**src/design/rs_pkg.sv**
```systemverilog
// Reservation station package: tag, instruction, FU class, ALU function, packet and slot types
`default_nettype none

package rs_pkg;

  ////////////////////////////////////////
  // Widths and bounds
  ////////////////////////////////////////

  // 64 physical registers
  typedef logic [5:0] phys_tag_t;

  // Raw instruction word
  typedef logic [31:0] inst_t;

  // Upper bound on the total slot count
  localparam int max_slots = 32;

  // Slot index wide enough for max_slots
  typedef logic [$clog2(max_slots)-1:0] slot_idx_t;

  ////////////////////////////////////////
  // Encodings
  ////////////////////////////////////////

  // Functional-unit class
  typedef enum logic [2:0] {
    FU_ALU  = 3'b000,
    FU_ST   = 3'b001,
    FU_LD   = 3'b010,
    FU_MULT = 3'b011,
    FU_BR   = 3'b100
  } fu_t;

  // Operation code carried through to the FU
  typedef enum logic [4:0] {
    ALU_ADDQ   = 5'h00,
    ALU_SUBQ   = 5'h01,
    ALU_AND    = 5'h02,
    ALU_BIC    = 5'h03,
    ALU_BIS    = 5'h04,
    ALU_ORNOT  = 5'h05,
    ALU_XOR    = 5'h06,
    ALU_EQV    = 5'h07,
    ALU_SRL    = 5'h08,
    ALU_SLL    = 5'h09,
    ALU_SRA    = 5'h0a,
    ALU_MULQ   = 5'h0b,
    ALU_CMPEQ  = 5'h0c,
    ALU_CMPLT  = 5'h0d,
    ALU_CMPLE  = 5'h0e,
    ALU_CMPULT = 5'h0f,
    ALU_CMPULE = 5'h10
  } alu_func_t;

  ////////////////////////////////////////
  // Packets
  ////////////////////////////////////////

  // Source operand tag plus its ready bit, 7 bits
  typedef struct packed {
    phys_tag_t tag;
    logic      ready;
  } src_tag_t;

  // Dispatch packet, 60 bits
  typedef struct packed {
    inst_t     inst;
    fu_t       fu;
    alu_func_t func;
    phys_tag_t dest;
    src_tag_t  t1;
    src_tag_t  t2;
  } rs_dispatch_t;

  // Issue packet, tags only, 58 bits
  typedef struct packed {
    inst_t     inst;
    fu_t       fu;
    alu_func_t func;
    phys_tag_t dest;
    phys_tag_t t1_tag;
    phys_tag_t t2_tag;
  } rs_issue_t;

  // One stored slot, 62 bits
  typedef struct packed {
    logic         busy;
    logic         issued;
    rs_dispatch_t disp;
  } rs_entry_t;

endpackage

`default_nettype wire

```
**src/design/rs_control.sv**
```systemverilog
// Issue handshake FSM with dispatch write enable and slot mark/free commands
`timescale 1ns/1ps
`default_nettype none

module rs_control (
  input  logic               clock,
  input  logic               rst_n,
  // Dispatch side
  input  logic               dispatch_en,
  input  logic               alloc_found,
  input  rs_pkg::slot_idx_t  alloc_slot,
  // Picker side
  input  logic               pick_valid,
  input  rs_pkg::slot_idx_t  pick_slot,
  input  rs_pkg::rs_issue_t  pick_packet,
  // Issue port
  input  logic               issue_ack,
  // Bank commands
  output logic               wr_en,
  output rs_pkg::slot_idx_t  wr_slot,
  output logic               mark_en,
  output rs_pkg::slot_idx_t  mark_slot,
  output logic               free_en,
  output rs_pkg::slot_idx_t  free_slot,
  output logic               issue_req,
  output rs_pkg::rs_issue_t  issue
);

  // IDLE waits for a ready slot, REQ holds the request, DROP waits for ack low
  typedef enum logic [1:0] {
    IDLE = 2'b00,
    REQ  = 2'b01,
    DROP = 2'b10
  } state_t;

  state_t             state_q;
  state_t             state_d;
  rs_pkg::slot_idx_t  inflight_q;
  rs_pkg::rs_issue_t  issue_q;

  ////////////////////////////////////////
  // Dispatch write
  ////////////////////////////////////////

  // Held dispatch is dropped when class is full
  assign wr_en   = dispatch_en & alloc_found;
  assign wr_slot = alloc_slot;

  ////////////////////////////////////////
  // Bank commands
  ////////////////////////////////////////

  // Slot leaves the ready pool the edge it is latched
  assign mark_en   = (state_q == IDLE) & pick_valid;
  assign mark_slot = pick_slot;

  // Slot released on the ack edge
  assign free_en   = (state_q == REQ) & issue_ack;
  assign free_slot = inflight_q;

  ////////////////////////////////////////
  // Handshake FSM
  ////////////////////////////////////////

  always_comb begin
    state_d = state_q;
    case (state_q)
      IDLE: if (pick_valid) state_d = REQ;
      REQ:  if (issue_ack) state_d = DROP;
      // Four-phase return to zero
      DROP: if (!issue_ack) state_d = IDLE;
      default: state_d = IDLE;
    endcase
  end

  always_ff @(posedge clock) begin
    if (!rst_n) begin
      state_q    <= IDLE;
      inflight_q <= '0;
    end else begin
      state_q <= state_d;
      if (mark_en) begin
        inflight_q <= pick_slot;
      end
    end
  end

  // Packet held stable for the whole request
  always_ff @(posedge clock) begin
    if (mark_en) begin
      issue_q <= pick_packet;
    end
  end

  assign issue_req = (state_q == REQ);
  assign issue     = issue_q;

endmodule

`default_nettype wire

```
**src/design/rs_entry_bank.sv**
```systemverilog
// Slot storage with write/mark/free, CDB wakeup, busy and ready vectors
`timescale 1ns/1ps
`default_nettype none

module rs_entry_bank #(
  parameter int num_slots = 11
) (
  input  logic                                 clock,
  input  logic                                 rst_n,
  // Dispatch write
  input  logic                                 wr_en,
  input  rs_pkg::slot_idx_t                    wr_slot,
  input  rs_pkg::rs_dispatch_t                 dispatch,
  // Common data bus
  input  logic                                 complete_en,
  input  rs_pkg::phys_tag_t                    cdb_tag,
  // Issue bookkeeping
  input  logic                                 mark_en,
  input  rs_pkg::slot_idx_t                    mark_slot,
  input  logic                                 free_en,
  input  rs_pkg::slot_idx_t                    free_slot,
  // Status out
  output logic [num_slots-1:0]                 busy_vec,
  output logic [num_slots-1:0]                 ready_vec,
  output rs_pkg::rs_entry_t [num_slots-1:0]    entries
);

  logic [num_slots-1:0]                busy_q;
  logic [num_slots-1:0]                issued_q;
  rs_pkg::rs_dispatch_t [num_slots-1:0] disp_q;

  // Incoming packet after same-cycle wakeup
  rs_pkg::rs_dispatch_t disp_woken;

  // Per-slot CDB hits on stored sources
  logic [num_slots-1:0] hit1;
  logic [num_slots-1:0] hit2;

  ////////////////////////////////////////
  // CDB compare
  ////////////////////////////////////////

  // Broadcast in the dispatch cycle must not be lost
  always_comb begin
    disp_woken = dispatch;
    if (complete_en && (dispatch.t1.tag == cdb_tag)) begin
      disp_woken.t1.ready = 1'b1;
    end
    if (complete_en && (dispatch.t2.tag == cdb_tag)) begin
      disp_woken.t2.ready = 1'b1;
    end
  end

  always_comb begin
    for (int i = 0; i < num_slots; i++) begin
      hit1[i] = complete_en & (disp_q[i].t1.tag == cdb_tag);
      hit2[i] = complete_en & (disp_q[i].t2.tag == cdb_tag);
    end
  end

  ////////////////////////////////////////
  // Slot state
  ////////////////////////////////////////

  // Write, mark and free never target the same slot in one cycle
  always_ff @(posedge clock) begin
    for (int i = 0; i < num_slots; i++) begin
      if (!rst_n) begin
        busy_q[i]   <= 1'b0;
        issued_q[i] <= 1'b0;
      end else if (wr_en && (wr_slot == rs_pkg::slot_idx_t'(i))) begin
        busy_q[i]   <= 1'b1;
        issued_q[i] <= 1'b0;
      end else begin
        if (mark_en && (mark_slot == rs_pkg::slot_idx_t'(i))) begin
          issued_q[i] <= 1'b1;
        end
        if (free_en && (free_slot == rs_pkg::slot_idx_t'(i))) begin
          busy_q[i] <= 1'b0;
        end
      end
    end
  end

  // Payload and source ready bits
  always_ff @(posedge clock) begin
    for (int i = 0; i < num_slots; i++) begin
      if (wr_en && (wr_slot == rs_pkg::slot_idx_t'(i))) begin
        disp_q[i] <= disp_woken;
      end else begin
        // Ready bits only ever set, cleared by the next write
        if (hit1[i]) begin
          disp_q[i].t1.ready <= 1'b1;
        end
        if (hit2[i]) begin
          disp_q[i].t2.ready <= 1'b1;
        end
      end
    end
  end

  ////////////////////////////////////////
  // Outputs
  ////////////////////////////////////////

  always_comb begin
    for (int i = 0; i < num_slots; i++) begin
      entries[i].busy   = busy_q[i];
      entries[i].issued = issued_q[i];
      entries[i].disp   = disp_q[i];
      // Waiting, not yet sent, both operands present
      ready_vec[i] = busy_q[i] & ~issued_q[i]
                   & disp_q[i].t1.ready & disp_q[i].t2.ready;
    end
  end

  assign busy_vec = busy_q;

endmodule

`default_nettype wire

```
**src/design/rs_slot_alloc.sv**
```systemverilog
// Per-class slot range decode, lowest free slot search and dispatch hazard
`timescale 1ns/1ps
`default_nettype none

module rs_slot_alloc #(
  parameter int num_ld   = 2,
  parameter int num_st   = 2,
  parameter int num_br   = 1,
  parameter int num_mult = 2,
  parameter int num_alu  = 4
) (
  input  logic [num_ld+num_st+num_br+num_mult+num_alu-1:0] busy_vec,
  input  rs_pkg::fu_t                                      fu,
  output logic                                             alloc_found,
  output rs_pkg::slot_idx_t                                alloc_slot,
  output logic                                             rs_hazard
);

  localparam int num_slots = num_ld + num_st + num_br + num_mult + num_alu;

  // Partition order LD, ST, BR, MULT, ALU
  localparam int base_st   = num_ld;
  localparam int base_br   = base_st + num_st;
  localparam int base_mult = base_br + num_br;
  localparam int base_alu  = base_mult + num_mult;

  int base;
  int count;

  // Class range lookup
  always_comb begin
    case (fu)
      rs_pkg::FU_LD:   begin base = 0;         count = num_ld;   end
      rs_pkg::FU_ST:   begin base = base_st;   count = num_st;   end
      rs_pkg::FU_BR:   begin base = base_br;   count = num_br;   end
      rs_pkg::FU_MULT: begin base = base_mult; count = num_mult; end
      rs_pkg::FU_ALU:  begin base = base_alu;  count = num_alu;  end
      // Unknown class gets an empty range
      default:         begin base = 0;         count = 0;        end
    endcase
  end

  // Upward search, first free slot wins
  always_comb begin
    alloc_found = 1'b0;
    alloc_slot  = '0;
    for (int i = 0; i < num_slots; i++) begin
      if (!alloc_found && !busy_vec[i] && (i >= base) && (i < base + count)) begin
        alloc_found = 1'b1;
        alloc_slot  = rs_pkg::slot_idx_t'(i);
      end
    end
  end

  // Full class blocks dispatch
  assign rs_hazard = ~alloc_found;

endmodule

`default_nettype wire

```
**src/design/rs_issue_pick.sv**
```systemverilog
// Lowest-index ready slot priority encoder and issue packet mux
`timescale 1ns/1ps
`default_nettype none

module rs_issue_pick #(
  parameter int num_slots = 11
) (
  input  logic [num_slots-1:0]              ready_vec,
  input  rs_pkg::rs_entry_t [num_slots-1:0] entries,
  output logic                              pick_valid,
  output rs_pkg::slot_idx_t                 pick_slot,
  output rs_pkg::rs_issue_t                 pick_packet
);

  // Entry of the winning slot
  rs_pkg::rs_entry_t sel;

  ////////////////////////////////////////
  // Priority encoder
  ////////////////////////////////////////

  // Lowest index first, no age ordering
  always_comb begin
    pick_valid = 1'b0;
    pick_slot  = '0;
    sel        = entries[0];
    for (int i = 0; i < num_slots; i++) begin
      if (!pick_valid && ready_vec[i]) begin
        pick_valid = 1'b1;
        pick_slot  = rs_pkg::slot_idx_t'(i);
        sel        = entries[i];
      end
    end
  end

  ////////////////////////////////////////
  // Packet build
  ////////////////////////////////////////

  // Ready bits dropped, tags kept
  always_comb begin
    pick_packet.inst   = sel.disp.inst;
    pick_packet.fu     = sel.disp.fu;
    pick_packet.func   = sel.disp.func;
    pick_packet.dest   = sel.disp.dest;
    pick_packet.t1_tag = sel.disp.t1.tag;
    pick_packet.t2_tag = sel.disp.t2.tag;
  end

endmodule

`default_nettype wire

```
**src/design/rs_top.sv**
```systemverilog
// Reservation station top: control FSM, entry bank, slot allocator and issue picker
`timescale 1ns/1ps
`default_nettype none

module rs_top #(
  parameter int num_ld   = 2,
  parameter int num_st   = 2,
  parameter int num_br   = 1,
  parameter int num_mult = 2,
  parameter int num_alu  = 4
) (
  input  logic                 clock,
  input  logic                 rst_n,
  // Dispatch
  input  logic                 dispatch_en,
  input  rs_pkg::rs_dispatch_t dispatch,
  output logic                 rs_hazard,
  // Common data bus
  input  logic                 complete_en,
  input  rs_pkg::phys_tag_t    cdb_tag,
  // Issue, four-phase
  output logic                 issue_req,
  output rs_pkg::rs_issue_t    issue,
  input  logic                 issue_ack
);

  localparam int num_slots = num_ld + num_st + num_br + num_mult + num_alu;

  ////////////////////////////////////////
  // Internal wires
  ////////////////////////////////////////

  logic [num_slots-1:0]              busy_vec;
  logic [num_slots-1:0]              ready_vec;
  rs_pkg::rs_entry_t [num_slots-1:0] entries;

  logic              alloc_found;
  rs_pkg::slot_idx_t alloc_slot;
  logic              pick_valid;
  rs_pkg::slot_idx_t pick_slot;
  rs_pkg::rs_issue_t pick_packet;

  // Bank commands
  logic              wr_en;
  rs_pkg::slot_idx_t wr_slot;
  logic              mark_en;
  rs_pkg::slot_idx_t mark_slot;
  logic              free_en;
  rs_pkg::slot_idx_t free_slot;

  ////////////////////////////////////////
  // Instances
  ////////////////////////////////////////

  rs_control u_control (
    .clock(clock), .rst_n(rst_n),
    .dispatch_en(dispatch_en), .alloc_found(alloc_found), .alloc_slot(alloc_slot),
    .pick_valid(pick_valid), .pick_slot(pick_slot), .pick_packet(pick_packet),
    .issue_ack(issue_ack),
    .wr_en(wr_en), .wr_slot(wr_slot),
    .mark_en(mark_en), .mark_slot(mark_slot),
    .free_en(free_en), .free_slot(free_slot),
    .issue_req(issue_req), .issue(issue)
  );

  rs_entry_bank #(.num_slots(num_slots)) u_bank (
    .clock(clock), .rst_n(rst_n),
    .wr_en(wr_en), .wr_slot(wr_slot), .dispatch(dispatch),
    .complete_en(complete_en), .cdb_tag(cdb_tag),
    .mark_en(mark_en), .mark_slot(mark_slot),
    .free_en(free_en), .free_slot(free_slot),
    .busy_vec(busy_vec), .ready_vec(ready_vec), .entries(entries)
  );

  // Class ranges come from the same counts as the bank size
  rs_slot_alloc #(
    .num_ld(num_ld), .num_st(num_st), .num_br(num_br),
    .num_mult(num_mult), .num_alu(num_alu)
  ) u_alloc (
    .busy_vec(busy_vec), .fu(dispatch.fu),
    .alloc_found(alloc_found), .alloc_slot(alloc_slot), .rs_hazard(rs_hazard)
  );

  rs_issue_pick #(.num_slots(num_slots)) u_pick (
    .ready_vec(ready_vec), .entries(entries),
    .pick_valid(pick_valid), .pick_slot(pick_slot), .pick_packet(pick_packet)
  );

endmodule

`default_nettype wire

```
**config.mk**
```make
export PLATFORM = sky130hd
export DESIGN_NAME = rs_top
export DESIGN_NICKNAME = d
export VERILOG_FILES = /design/src/design/rs_pkg.sv /design/src/design/rs_control.sv /design/src/design/rs_entry_bank.sv /design/src/design/rs_slot_alloc.sv /design/src/design/rs_issue_pick.sv /design/src/design/rs_top.sv
export SDC_FILE = /design/constraint.sdc
export NUM_CORES = 1
export LEC_CHECK = 0
export ABC_CLOCK_PERIOD_IN_PS = 15200
export BUFFER_PORTS_ARGS = -buffer_cell sky130_fd_sc_hd__buf_4
export CAP_MARGIN = 20
export CORE_ASPECT_RATIO = 1.4
export CORE_MARGIN = 5
export CORE_UTILIZATION = 55
export DETAILED_ROUTE_END_ITERATION = 7
export PLACE_DENSITY = 0.72
export SYNTH_ARGS = -nofsm -noshare
export SYNTH_HDL_FRONTEND = slang
export SYNTH_SLANG_ARGS = --single-unit
```
**constraint.sdc**
```tcl
create_clock -name clock -period 15.2 [get_ports clock]
set_input_delay 3.04 -clock clock [delete_from_list [all_inputs] [get_ports clock]]
set_output_delay 3.04 -clock clock [all_outputs]
set_load 0.1 [all_outputs]
```
==> run_results.csv, run 1 <==
group,metric,value,unit
cells_and_area,multi_input_area,7450,sq um
synthesis,synth.avg_cell_area,14.8,sq um
grt,grt_pass1_wl,112000,um
setup_path,r2r_cells,9,
synthesis,synth.yosys.seq_area_share,73.5,%
synthesis,async_reset_ff_share,0,%
sta,timing.fmax,106,MHz
setup_path,crit_slowest_cell,"or3_1",
synthesis,synth_adder_area_share,0.233,%
setup_path,required,12.16,ns
power_and_ir_drop,power_density,132,nW/um^2
run,maxCapViolCount,0,
synthesis,synth_common_cells,"edfxtp_1 (718), nand2_1 (143), a21oi_1 (126), clkbuf_1 (109), nor2_1 (104)",
cts,cts_max_level,3,
hold_path,hp-class,"flip-flop to flip-flop",
sta,min_period,9.41,ns
cells_and_area,n_fill_cell,3846,
cts,post_cts_buffers,0,
synthesis,syn_area,30100,sq um
synthesis,synth-compound-area-share,12.8,%
power_and_ir_drop,switching_share,23.3,%
synthesis,synth_xor_area_share,4.22,%
grt,grt_pass1_vias,18800,
power_and_ir_drop,cellLeakagePower,11.1,nW
drt,firstDrtPassIters,6,
hold_path,min_from,"u_bank.issued_q[4]",
synthesis,ys_types,79,
placed_design,gp_congestion,0.914,
cts,cts_hold_buf,0,
cells_and_area,layout.area.seq,22100,sq um
setup_path,crit_type,"input pin to output port",
setup_path,start_kind,"input pin",
cts,cts.sinks,746,
setup_path,cp_data_arrival_time,6.37,ns
synthesis,synth-seq-cells,746,
floorplanning,coreArea,54200,sq um
power_and_ir_drop,intPower,3.45,mW
synthesis,synth_edf_count,718,
drt,route.vias.total,18400,
cts,clock_tree.buffer_depth,3,
setup_path,r2r_end,"u_control.issue[5]",
cts,cts_root_buf,"clkbuf_16",
power_and_ir_drop,clkPwrFrac,38.6,%
sta,hold_violations,0,
synthesis,netlist_top_cells_area,"edfxtp_1 (72%), xnor2_1 (2.3%), a21oi_1 (2.1%), xor2_1 (1.9%), dfxtp_1 (1.9%)",
synthesis,synth_mux_area_share,0.187,%
sta,slew_headroom,24.1,%
cts,clock_latency,0.62,ns
grt,track_usage,24.6,%
cts,post_cts_resized,0,
placed_design,port_buffers,130,
power_and_ir_drop,seqPwrFrac,52.9,%
floorplanning,io_pins,131,
cells_and_area,drive_gt1_share,14.8,%
setup_path,critical_path.max_stage_delay,0.42,ns
setup_path,cp_cell_sequence,"buf_4, and2b_2, or3_1, inv_1, ha_1, inv_1, fa_1, o21bai_1, a2111oi_2, a211oi_2, o21ai_1, or2_1, nor2_1, buf_4",
cts,cts_tree,"yes",
synthesis,synth_top_cell_by_area,"edfxtp_1",
cts,clk_pin_slew_worst_paths,0.06,ns
synthesis,synth_flop_cell,"edfxtp_1",
setup_path,worstSetupEndpointType,"output port",
cells_and_area,finalNonFillerCells,2909,
floorplanning,start_util,55.5,%
placed_design,dp_slack,5.79,ns
sta,finalWorstSetupSlack,5.79,ns
synthesis,syn_inst,2031,
sta,post-route-period-util,61.9,%
sta,maxSlewViolCount,0,
hold_path,hold_end,"u_bank.issued_q[4]",
drt,viasPerCell,6.34,
cts,numCtsBuffers,69,
floorplanning,row_count,101,
synthesis,synth_top_family_by_area,"compound AO/OA/AOI/OAI gates",
grt,grt_max_degree,80,
grt,antenna_found_initial,1,
setup_path,timing.rr.start,"u_bank.busy_vec[1]",
cells_and_area,final_nets,2211,
sta,setup_tns,0,ns
synthesis,yosysMostFrequentCell,"edfxtp_1",
setup_path,r2r_setup_slack,10.16,ns
sta,finalSetupViolations,0,
drt,drt-initial-drc-count,1635,
power_and_ir_drop,p_sw,1.05,mW
synthesis,yosys.area_share.simple,7.00,%
status,status,"completed",
floorplanning,die_w,208,um
sta,worst_pin_slew,1.14,ns
synthesis,yosysWarningCount,0,
synthesis,yosysTopAreaCellShare,71.7,%
power_and_ir_drop,p_comb_share,8.5,%
sta,rsz0062_at_grt,"false",
setup_path,worstPathMaxFanout,25,
grt,grt_overflow,0,
floorplanning,die_h,287,um
cells_and_area,area_growth,13.1,%
drt,drc_errors,0,
drt,routed_wl,74700,um
hold_path,whs_path_depth,2,
synthesis,syn_nets,2107,
placed_design,dpl.hpwl,43700,um
placed_design,dp.cells,2785,
drt,ant_nets,0,
power_and_ir_drop,vdd_ir_drop_max,113,uV
floorplanning,dieArea,59500,sq um
sta,fin_skew,0.0252,ns
drt,drt-wirelength-per-cell,25.7,um
==> power by group through the flow <==
stage | registers [mW] | clock network [mW] | logic (mW)
floorplan | 2.49 | 0 | 0.176
finish | 2.38 | 1.73 | 0.383
detailed placement | 2.42 | 0 | 0.382
global route | 2.38 | 1.84 | 0.408
CTS | 2.38 | 1.75 | 0.384
global placement | 2.42 | 0 | 0.375
==> worst max path at each step <==
stage	slack, ns	depth (start not counted)	from	end
global route	5.58	14	dispatch[25]	rs_hazard
CTS	5.79	14	dispatch[25]	rs_hazard
detailed placement	5.79	14	dispatch[25]	rs_hazard
floorplan	5.54	13	dispatch[26]	rs_hazard
global placement	5.91	14	dispatch[25]	rs_hazard
finish	5.79	14	dispatch[25]	rs_hazard
==> registers in the layout, indices dropped and copies added, names as in the netlist <==
signal and flops:
u_bank.entries 660, u_control.issue 58, u_bank.busy_vec 11, u_bank.issued_q 11, u_control.free_slot 4, u_control.state_q 2
==> layout by cell type (no fill, tap or decap), types with 17 or more instances in the layout <==
master     Yosys  layout
edfxtp_1     718     718
buf_4          1     161
nand2_1      143     142
a21oi_1      126     126
nor2_1       104      98
xnor2_1       80      80
o21ai_0       74      74
clkbuf_16      0      71
nand3_1       70      68
xor2_1        65      65
a31oi_1       53      53
a22oi_1       51      51
o211ai_1      49      49
a311oi_1      49      49
o22a_1        47      47
nor3_1        30      30
dfxtp_1       28      28
nand4_1       18      18
o21a_1        17      17
==> area by class of cell <==
type	instances	share of cell area, %
Multi-Input combinational cell	1139	21.9
Inverter	17	0.191
Antenna cell	2	0.0147
Clock buffer	82	5.35
Tap cell	721	2.65
Clock inverter	40	1.26
Sequential cell	746	65.1
Timing Repair Buffer	162	3.57
==> stage by stage <==
| stage | total power [mW] | instance area [sq um] | util (%) | hold WS, ns |
|---|---|---|---|---|
| floorplan | 2.67 | 30100 | - | 0.458 |
| global placement | 2.79 | 31800 | 58.6 | 0.484 |
| detailed placement | 2.80 | 31800 | 58.6 | 0.497 |
| CTS | 4.52 | 34000 | 62.7 | 0.509 |
| global route | 4.63 | 34000 | 62.7 | 0.534 |
| finish | 4.50 | 34000 | 62.7 | 0.511 |
==> cells by family (layout without fill, tap and decap cells) <==
kind of cell,Yosys count,in the layout
xor+xnor,145,145
simple gates,431,431
compound gates,553,553
buf+inv,146,301
mux,5,5
fa+ha+maj,5,5
flops,746,746
other cells,0,2
==> routing by layer <==
layer / track usage, % / up-vias / part of all wire [%]
met1: 29.6 / 9355 / 37
met5: 0 / - / 0
met4: 11.1 / 0 / 4.4
met2: 44.1 / 738 / 53
met3: 3.49 / 178 / 6.3
li1: - / 8170 / -
==> worst max-delay path: cells and delay by family <==
| family | cells | cell delay, ns |
|---|---|---|
| buf+inv | 4 | 0.68 |
| simple gates | 4 | 1.13 |
| compound gates | 4 | 0.91 |
| fa+ha+maj | 2 | 0.58 |
Power figures use the tool's default switching activity.
==> run 2: changes to the inputs <==
--- a/config.mk
+++ b/config.mk
@@ -5,7 +5,7 @@
 export SDC_FILE = /design/constraint.sdc
 export NUM_CORES = 1
 export LEC_CHECK = 0
-export ABC_CLOCK_PERIOD_IN_PS = 15200
+export ABC_CLOCK_PERIOD_IN_PS = 9000
 export BUFFER_PORTS_ARGS = -buffer_cell sky130_fd_sc_hd__buf_4
 export CAP_MARGIN = 20
 export CORE_ASPECT_RATIO = 1.4
==> constraint.sdc (replaced) <==
create_clock -name clock -period 9 [get_ports clock]
set_input_delay 1.8 -clock clock [delete_from_list [all_inputs] [get_ports clock]]
set_output_delay 1.8 -clock clock [all_outputs]
set_load 0.1 [all_outputs]
==> run 2 against run 1 <==
Net effect: sequential power up 69%; combinational power up 70%; first-iteration DRC count up 13%; count of clock-buffer cells in the layout up 5; clock power up 75%; power up 71%; critical path depth down 1; global-route usage up 0.50 points.
==> run_results.csv, run 2 (synthesized netlist as in run 1, its figures left out) <==
group,metric,value,unit
floorplanning,start_util,55.5,%
power_and_ir_drop,p_total,7.70,mW
cells_and_area,final_common_cell,"edfxtp_1",
sta,slew_headroom,22.3,%
power_and_ir_drop,switching_share,23.2,%
cts,numCtsBuffers,69,
sta,post-route-period-util,77.1,%
cells_and_area,final_nets,2215,
grt,grt_pass1_wl,114000,um
drt,route.met2.wl,39900,um
setup_path,start_kind,"input pin",
power_and_ir_drop,clkPwrFrac,39.4,%
sta,rsz0062_at_grt,"false",
placed_design,dp.cells,2786,
drt,drt-initial-drc-count,1853,
floorplanning,dieArea,59500,sq um
power_and_ir_drop,vdd_ir_drop_max,203,uV
setup_path,crit_type,"input pin to output port",
cts,clock_latency,0.62,ns
power_and_ir_drop,p_sw,1.79,mW
sta,maxSlewViolCount,0,
drt,viasPerCell,6.41,
cts,clk_pin_slew_worst_paths,0.06,ns
drt,wl_met1,27900,um
floorplanning,io_pins,131,
setup_path,required,7.20,ns
placed_design,dpl.hpwl,45700,um
power_and_ir_drop,seqPwrFrac,52.2,%
sta,finalSetupViolations,0,
drt,firstDrtPassIters,5,
power_and_ir_drop,cellLeakagePower,11.2,nW
cells_and_area,final_cell_mix,"edfxtp_1 (718), buf_4 (163), nand2_1 (142), a21oi_1 (126), nor2_1 (98)",
setup_path,worstPathMaxFanout,25,
power_and_ir_drop,p_comb_share,8.5,%
cts,cts_hold_buf,0,
placed_design,gp_congestion,0.888,
drt,top_layer,"met5",
status,status,"completed",
hold_path,whs_path_depth,2,
drt,drc_errors,0,
drt,ant_nets,0,
cells_and_area,drive_gt1_share,15.3,%
grt,grt_pass1_vias,19100,
sta,fin_skew,0.0207,ns
sta,min_period,6.94,ns
grt,track_usage,25.1,%
cts,cts.sinks,746,
grt,grt_max_degree,96,
cells_and_area,finalNonFillerCells,2919,
floorplanning,coreArea,54200,sq um
cts,clock_tree.buffer_depth,3,
setup_path,r2r_cells,10,
grt,antenna_found_initial,4,
floorplanning,die_w,208,um
cts,cts_root_buf,"clkbuf_16",
cts,post_cts_resized,0,
sta,finalWorstSetupSlack,2.06,ns
sta,timing.fmax,144,MHz
sta,hold_violations,0,
setup_path,worstSetupEndpointType,"output port",
cts,cts_max_level,3,
floorplanning,die_h,287,um
grt,grt_overflow,0,
placed_design,port_buffers,130,
hold_path,hp-class,"flip-flop to flip-flop",
cts,cts_tree,"yes",
power_and_ir_drop,power_density,225,nW/um^2
cells_and_area,largest_reg_flops,660,
sta,setup_tns,0,ns
drt,drt-wirelength-per-cell,26.2,um
cells_and_area,area_growth,13.7,%
drt,route.vias.total,18700,
drt,routed_wl,76500,um
setup_path,cp_data_arrival_time,5.14,ns
cts,post_cts_buffers,0,
floorplanning,row_count,101,
placed_design,dp_slack,2.04,ns
drt,route.met3.wl,5130,um
run,maxCapViolCount,0,
power_and_ir_drop,intPower,5.92,mW
sta,worst_pin_slew,1.16,ns
[run 2: cell types whose count changed in the layout (fill, tap and decap cells not counted), sizes merged]
cell and delta:
bufinv +1, clkbuf +5, clkinv -3, buf +4, inv +3
[run 2: final timing paths]
check                                        start                 end  slack (ns)
worst min register to register  u_bank.issued_q[9]  u_bank.issued_q[9]        0.51
worst max register to register  u_bank.busy_vec[0]  u_control.issue[5]        4.20
worst min-delay path            u_bank.issued_q[9]  u_bank.issued_q[9]        0.51
worst max-delay path                  dispatch[25]           rs_hazard        2.06
[run 2: power groups by stage]
stage / combinational [mW] / clock, mW / sequential (mW)
after floorplan: 0.297 / 0 / 4.21
after detailed placement: 0.648 / 0 / 4.09
after global routing: 0.691 / 3.21 / 4.03
after CTS: 0.652 / 3.07 / 4.02
final: 0.652 / 3.03 / 4.02
after global placement: 0.637 / 0 / 4.09
[run 2: final cells by class]
class,instances,area [sq um]
clock inverters,41,462
well taps,721,902
inverters,17,65.1
repair buffers,166,1280
clock buffers,87,1900
diodes,2,5.00
multi-input cells,1139,7450
fillers,3836,20000
flip-flops and latches,746,22100
[run 2: stage by stage]
step	instance area (sq um)	hold slack (ns)	util (%)
after global placement	31800	0.481	58.6
final	34200	0.515	63.1
after CTS	34100	0.504	62.9
after detailed placement	31800	0.488	58.6
after global routing	34200	0.559	63.1
after floorplan	30100	0.458	-
[run 2: critical path, cell delays in order]
cell	delay [ns]
buf_4	0.25
and2b_2	0.27
or3_1	0.39
inv_1	0.07
ha_1	0.16
inv_1	0.05
fa_1	0.44
nor3_1	0.32
or2_0	0.35
a31oi_4	0.16
or2_1	0.31
nor2_1	0.21
buf_4	0.33
[run 2: per-layer routing]
| metal | GRT usage (%) | vias up |
|---|---|---|
| met5 | 0 | - |
| met4 | 12.3 | 2 |
| met2 | 44.8 | 841 |
| met1 | 29.7 | 9464 |
| li1 | - | 8196 |
| met3 | 3.94 | 218 |
==> run 3: changes to the inputs <==
--- a/config.mk
+++ b/config.mk
@@ -5,7 +5,8 @@
 export SDC_FILE = /design/constraint.sdc
 export NUM_CORES = 1
 export LEC_CHECK = 0
-export ABC_CLOCK_PERIOD_IN_PS = 9000
+export ABC_AREA = 1
+export ABC_CLOCK_PERIOD_IN_PS = 6600
 export BUFFER_PORTS_ARGS = -buffer_cell sky130_fd_sc_hd__buf_4
 export CAP_MARGIN = 20
 export CORE_ASPECT_RATIO = 1.4
==> constraint.sdc (replaced) <==
create_clock -name clock -period 6.6 [get_ports clock]
set_input_delay 1.32 -clock clock [delete_from_list [all_inputs] [get_ports clock]]
set_output_delay 1.32 -clock clock [all_outputs]
set_load 0.1 [all_outputs]
==> run 3 against run 2 <==
Net effect: synthesized area is 4.1% higher; setup slack worse by 1.5 ns; register-to-register slack worse by 2.1 ns; critical path type unchanged; count of clock-buffer cells in the layout is 3 higher; clock power is 30% higher; synthesized cell count is 31% higher; critical path depth is 9 higher; sequential power is 36% higher; final cell count is 22% higher; first-iteration DRC count is 20% higher.
==> run_results.csv, run 3 <==
group,metric,value,unit
sta,hold_violations,0,
synthesis,ys_types,50,
setup_path,start_kind,"input pin",
synthesis,syn_inst,2652,
synthesis,netlist_top_cells_area,"edfxtp_1 (69%), nand2_1 (7.9%), o21ai_0 (2.8%), nand3_1 (2.6%), dfxtp_1 (1.8%)",
synthesis,synth.avg_cell_area,11.8,sq um
synthesis,synth_top_cell_by_area,"edfxtp_1",
setup_path,required,5.28,ns
cts,cts_root_buf,"clkbuf_16",
drt,drt-initial-drc-count,2218,
setup_path,critical_path.max_stage_delay,0.54,ns
sta,setup_tns,0,ns
drt,drt-wirelength-per-cell,24.6,um
drt,ant_nets,0,
synthesis,synth_edf_count,718,
sta,timing.fmax,166,MHz
synthesis,yosysMostFrequentCell,"edfxtp_1",
drt,firstDrtPassIters,8,
floorplanning,coreArea,56400,sq um
drt,viasPerCell,6.07,
floorplanning,row_count,103,
sta,fin_skew,0.0246,ns
synthesis,synth_flop_cell,"edfxtp_1",
power_and_ir_drop,p_total,10.4,mW
cells_and_area,final_nets,2837,
cells_and_area,final_cell_mix,"edfxtp_1 (718), nand2_1 (657), o21ai_0 (173), buf_4 (167), nand3_1 (161)",
setup_path,cp_top_family,"simple AND/OR/NAND/NOR gates",
setup_path,worstPathMaxFanout,6,
grt,grt_overflow,0,
setup_path,cp_cell_sequence,"buf_4, inv_1, nand2_1, nor2_2, inv_1, nand2_1, ha_1, inv_1, fa_1, nand3_1, a21oi_2, nand2_1, nor2_1, nand2_1, nand3_1, nor2_1, nand3_1, nand2_1, a21oi_2, nand2_2, inv_1, buf_4",
cts,post_cts_buffers,0,
sta,min_period,6.03,ns
cells_and_area,final_core_util,62.8,%
sta,worst_pin_slew,1.16,ns
floorplanning,start_util,55.5,%
grt,grt_pass1_vias,21700,
cts,cts_tree,"yes",
synthesis,yosysWarningCount,0,
cells_and_area,largest_reg_flops,660,
sta,fin_hold_ws,0.488,ns
cts,cts.sinks,746,
grt,track_usage,27.8,%
drt,route.met2.wl,43400,um
sta,post-route-period-util,91.3,%
placed_design,dpl.hpwl,52900,um
hold_path,hp-class,"flip-flop to flip-flop",
cts,cts_max_level,3,
cts,cts_hold_buf,0,
setup_path,cp_common_cell,"nand2_1",
synthesis,synth-seq-cells,746,
cts,clk_pin_slew_worst_paths,0.06,ns
synthesis,syn_area,31300,sq um
power_and_ir_drop,cellLeakagePower,12.9,nW
sta,maxSlewViolCount,0,
setup_path,crit_slowest_cell,"fa_1",
status,status,"completed",
power_and_ir_drop,vdd_ir_drop_max,222,uV
setup_path,cp_data_arrival_time,4.71,ns
sta,rsz0062_at_grt,"false",
cells_and_area,drive_gt1_share,14.7,%
cts,post_cts_resized,0,
grt,antenna_found_initial,1,
setup_path,crit_type,"input pin to output port",
synthesis,async_reset_ff_share,0,%
placed_design,port_buffers,130,
run,maxCapViolCount,0,
drt,route.met3.wl,7030,um
drt,route.vias.total,21500,
sta,finalSetupViolations,0,
cts,clock_latency,0.63,ns
grt,grt_max_degree,79,
synthesis,yosysTopAreaCellShare,68.8,%
drt,drc_errors,0,
cells_and_area,area_growth,13.1,%
synthesis,syn_nets,2728,
cts,numCtsBuffers,72,
grt,grt_pass1_wl,129000,um
cts,clock_tree.buffer_depth,3,
drt,routed_wl,87300,um
placed_design,gp_congestion,0.963,
drt,top_layer,"met4",
cells_and_area,final_common_cell,"edfxtp_1",
power_and_ir_drop,power_density,294,nW/um^2
setup_path,worstSetupEndpointType,"output port",
drt,wl_met1,31700,um
synthesis,synth.yosys.seq_area_share,70.6,%
synthesis,synth_common_cells,"edfxtp_1 (718), nand2_1 (659), o21ai_0 (173), nand3_1 (162), inv_1 (130)",
setup_path,crit_buf_inv,6,
floorplanning,io_pins,131,
sta,slew_headroom,22.8,%
floorplanning,dieArea,61900,sq um
floorplanning,die_w,212,um
floorplanning,die_h,292,um
-- run 3: final timing paths --
check,start,endpoint,slack [ns],cells past startpoint
max reg2reg,u_bank.entries[69],u_control.free_slot[3],2.12,15
max,dispatch[25],rs_hazard,0.57,22
min reg2reg,u_bank.issued_q[9],u_bank.issued_q[9],0.49,2
min,u_bank.issued_q[9],u_bank.issued_q[9],0.49,2
-- run 3: layout make-up --
class,count,area (sq um)
Fill cell,4260,21000
Multi-Input combinational cell,1618,8190
Clock inverter,37,300
Antenna cell,1,2.50
Timing Repair Buffer,176,1430
Clock buffer,90,1920
Sequential cell,746,22100
Tap cell,735,920
Inverter,147,552
-- run 3: layer usage --
layer | vias to the layer above | global-route usage, %
met4 | 0 | 14.2
met3 | 289 | 4.41
li1 | 9658 | -
met2 | 1140 | 47.6
met1 | 10500 | 34.2
met5 | - | 0
-- run 3: per-stage QoR --
step / worst slack, ns / cell area (sq um) / cells
3_3_place_gp: 0.510 / 33200 / 3422
5_1_grt: 0.234 / 35400 / 3549
4_1_cts: 0.574 / 35400 / 3549
6_report: 0.575 / 35400 / 3550
3_5_place_dp: 0.576 / 33200 / 3422
2_1_floorplan: 0.775 / 31300 / 2652
-- run 3: power by group --
part / internal [mW] / switching (mW) / leakage, nW / total [mW]
clock: 2.19 / 1.75 / 1.09 / 3.94
sequential: 5.41 / 0.0586 / 6.76 / 5.47
combinational: 0.248 / 0.764 / 5.06 / 1.01
total: 7.85 / 2.57 / 12.9 / 10.4
-- run 3: kinds of logic after synthesis --
family,share of synthesized area (%)
AOI/OAI and AO/OA,9.73
adders and majority gates,0.224
xor gates and xnor gates,1.03
DFF,70.6
and+or+nand+nor,14.9
buffers and inverters,3.46
-- run 3: tightest hold or removal path, cell delays in order (launching register included) --
cell and delay, ns:
dfxtp_1 0.30, inv_1 0.07, a211oi_1 0.07
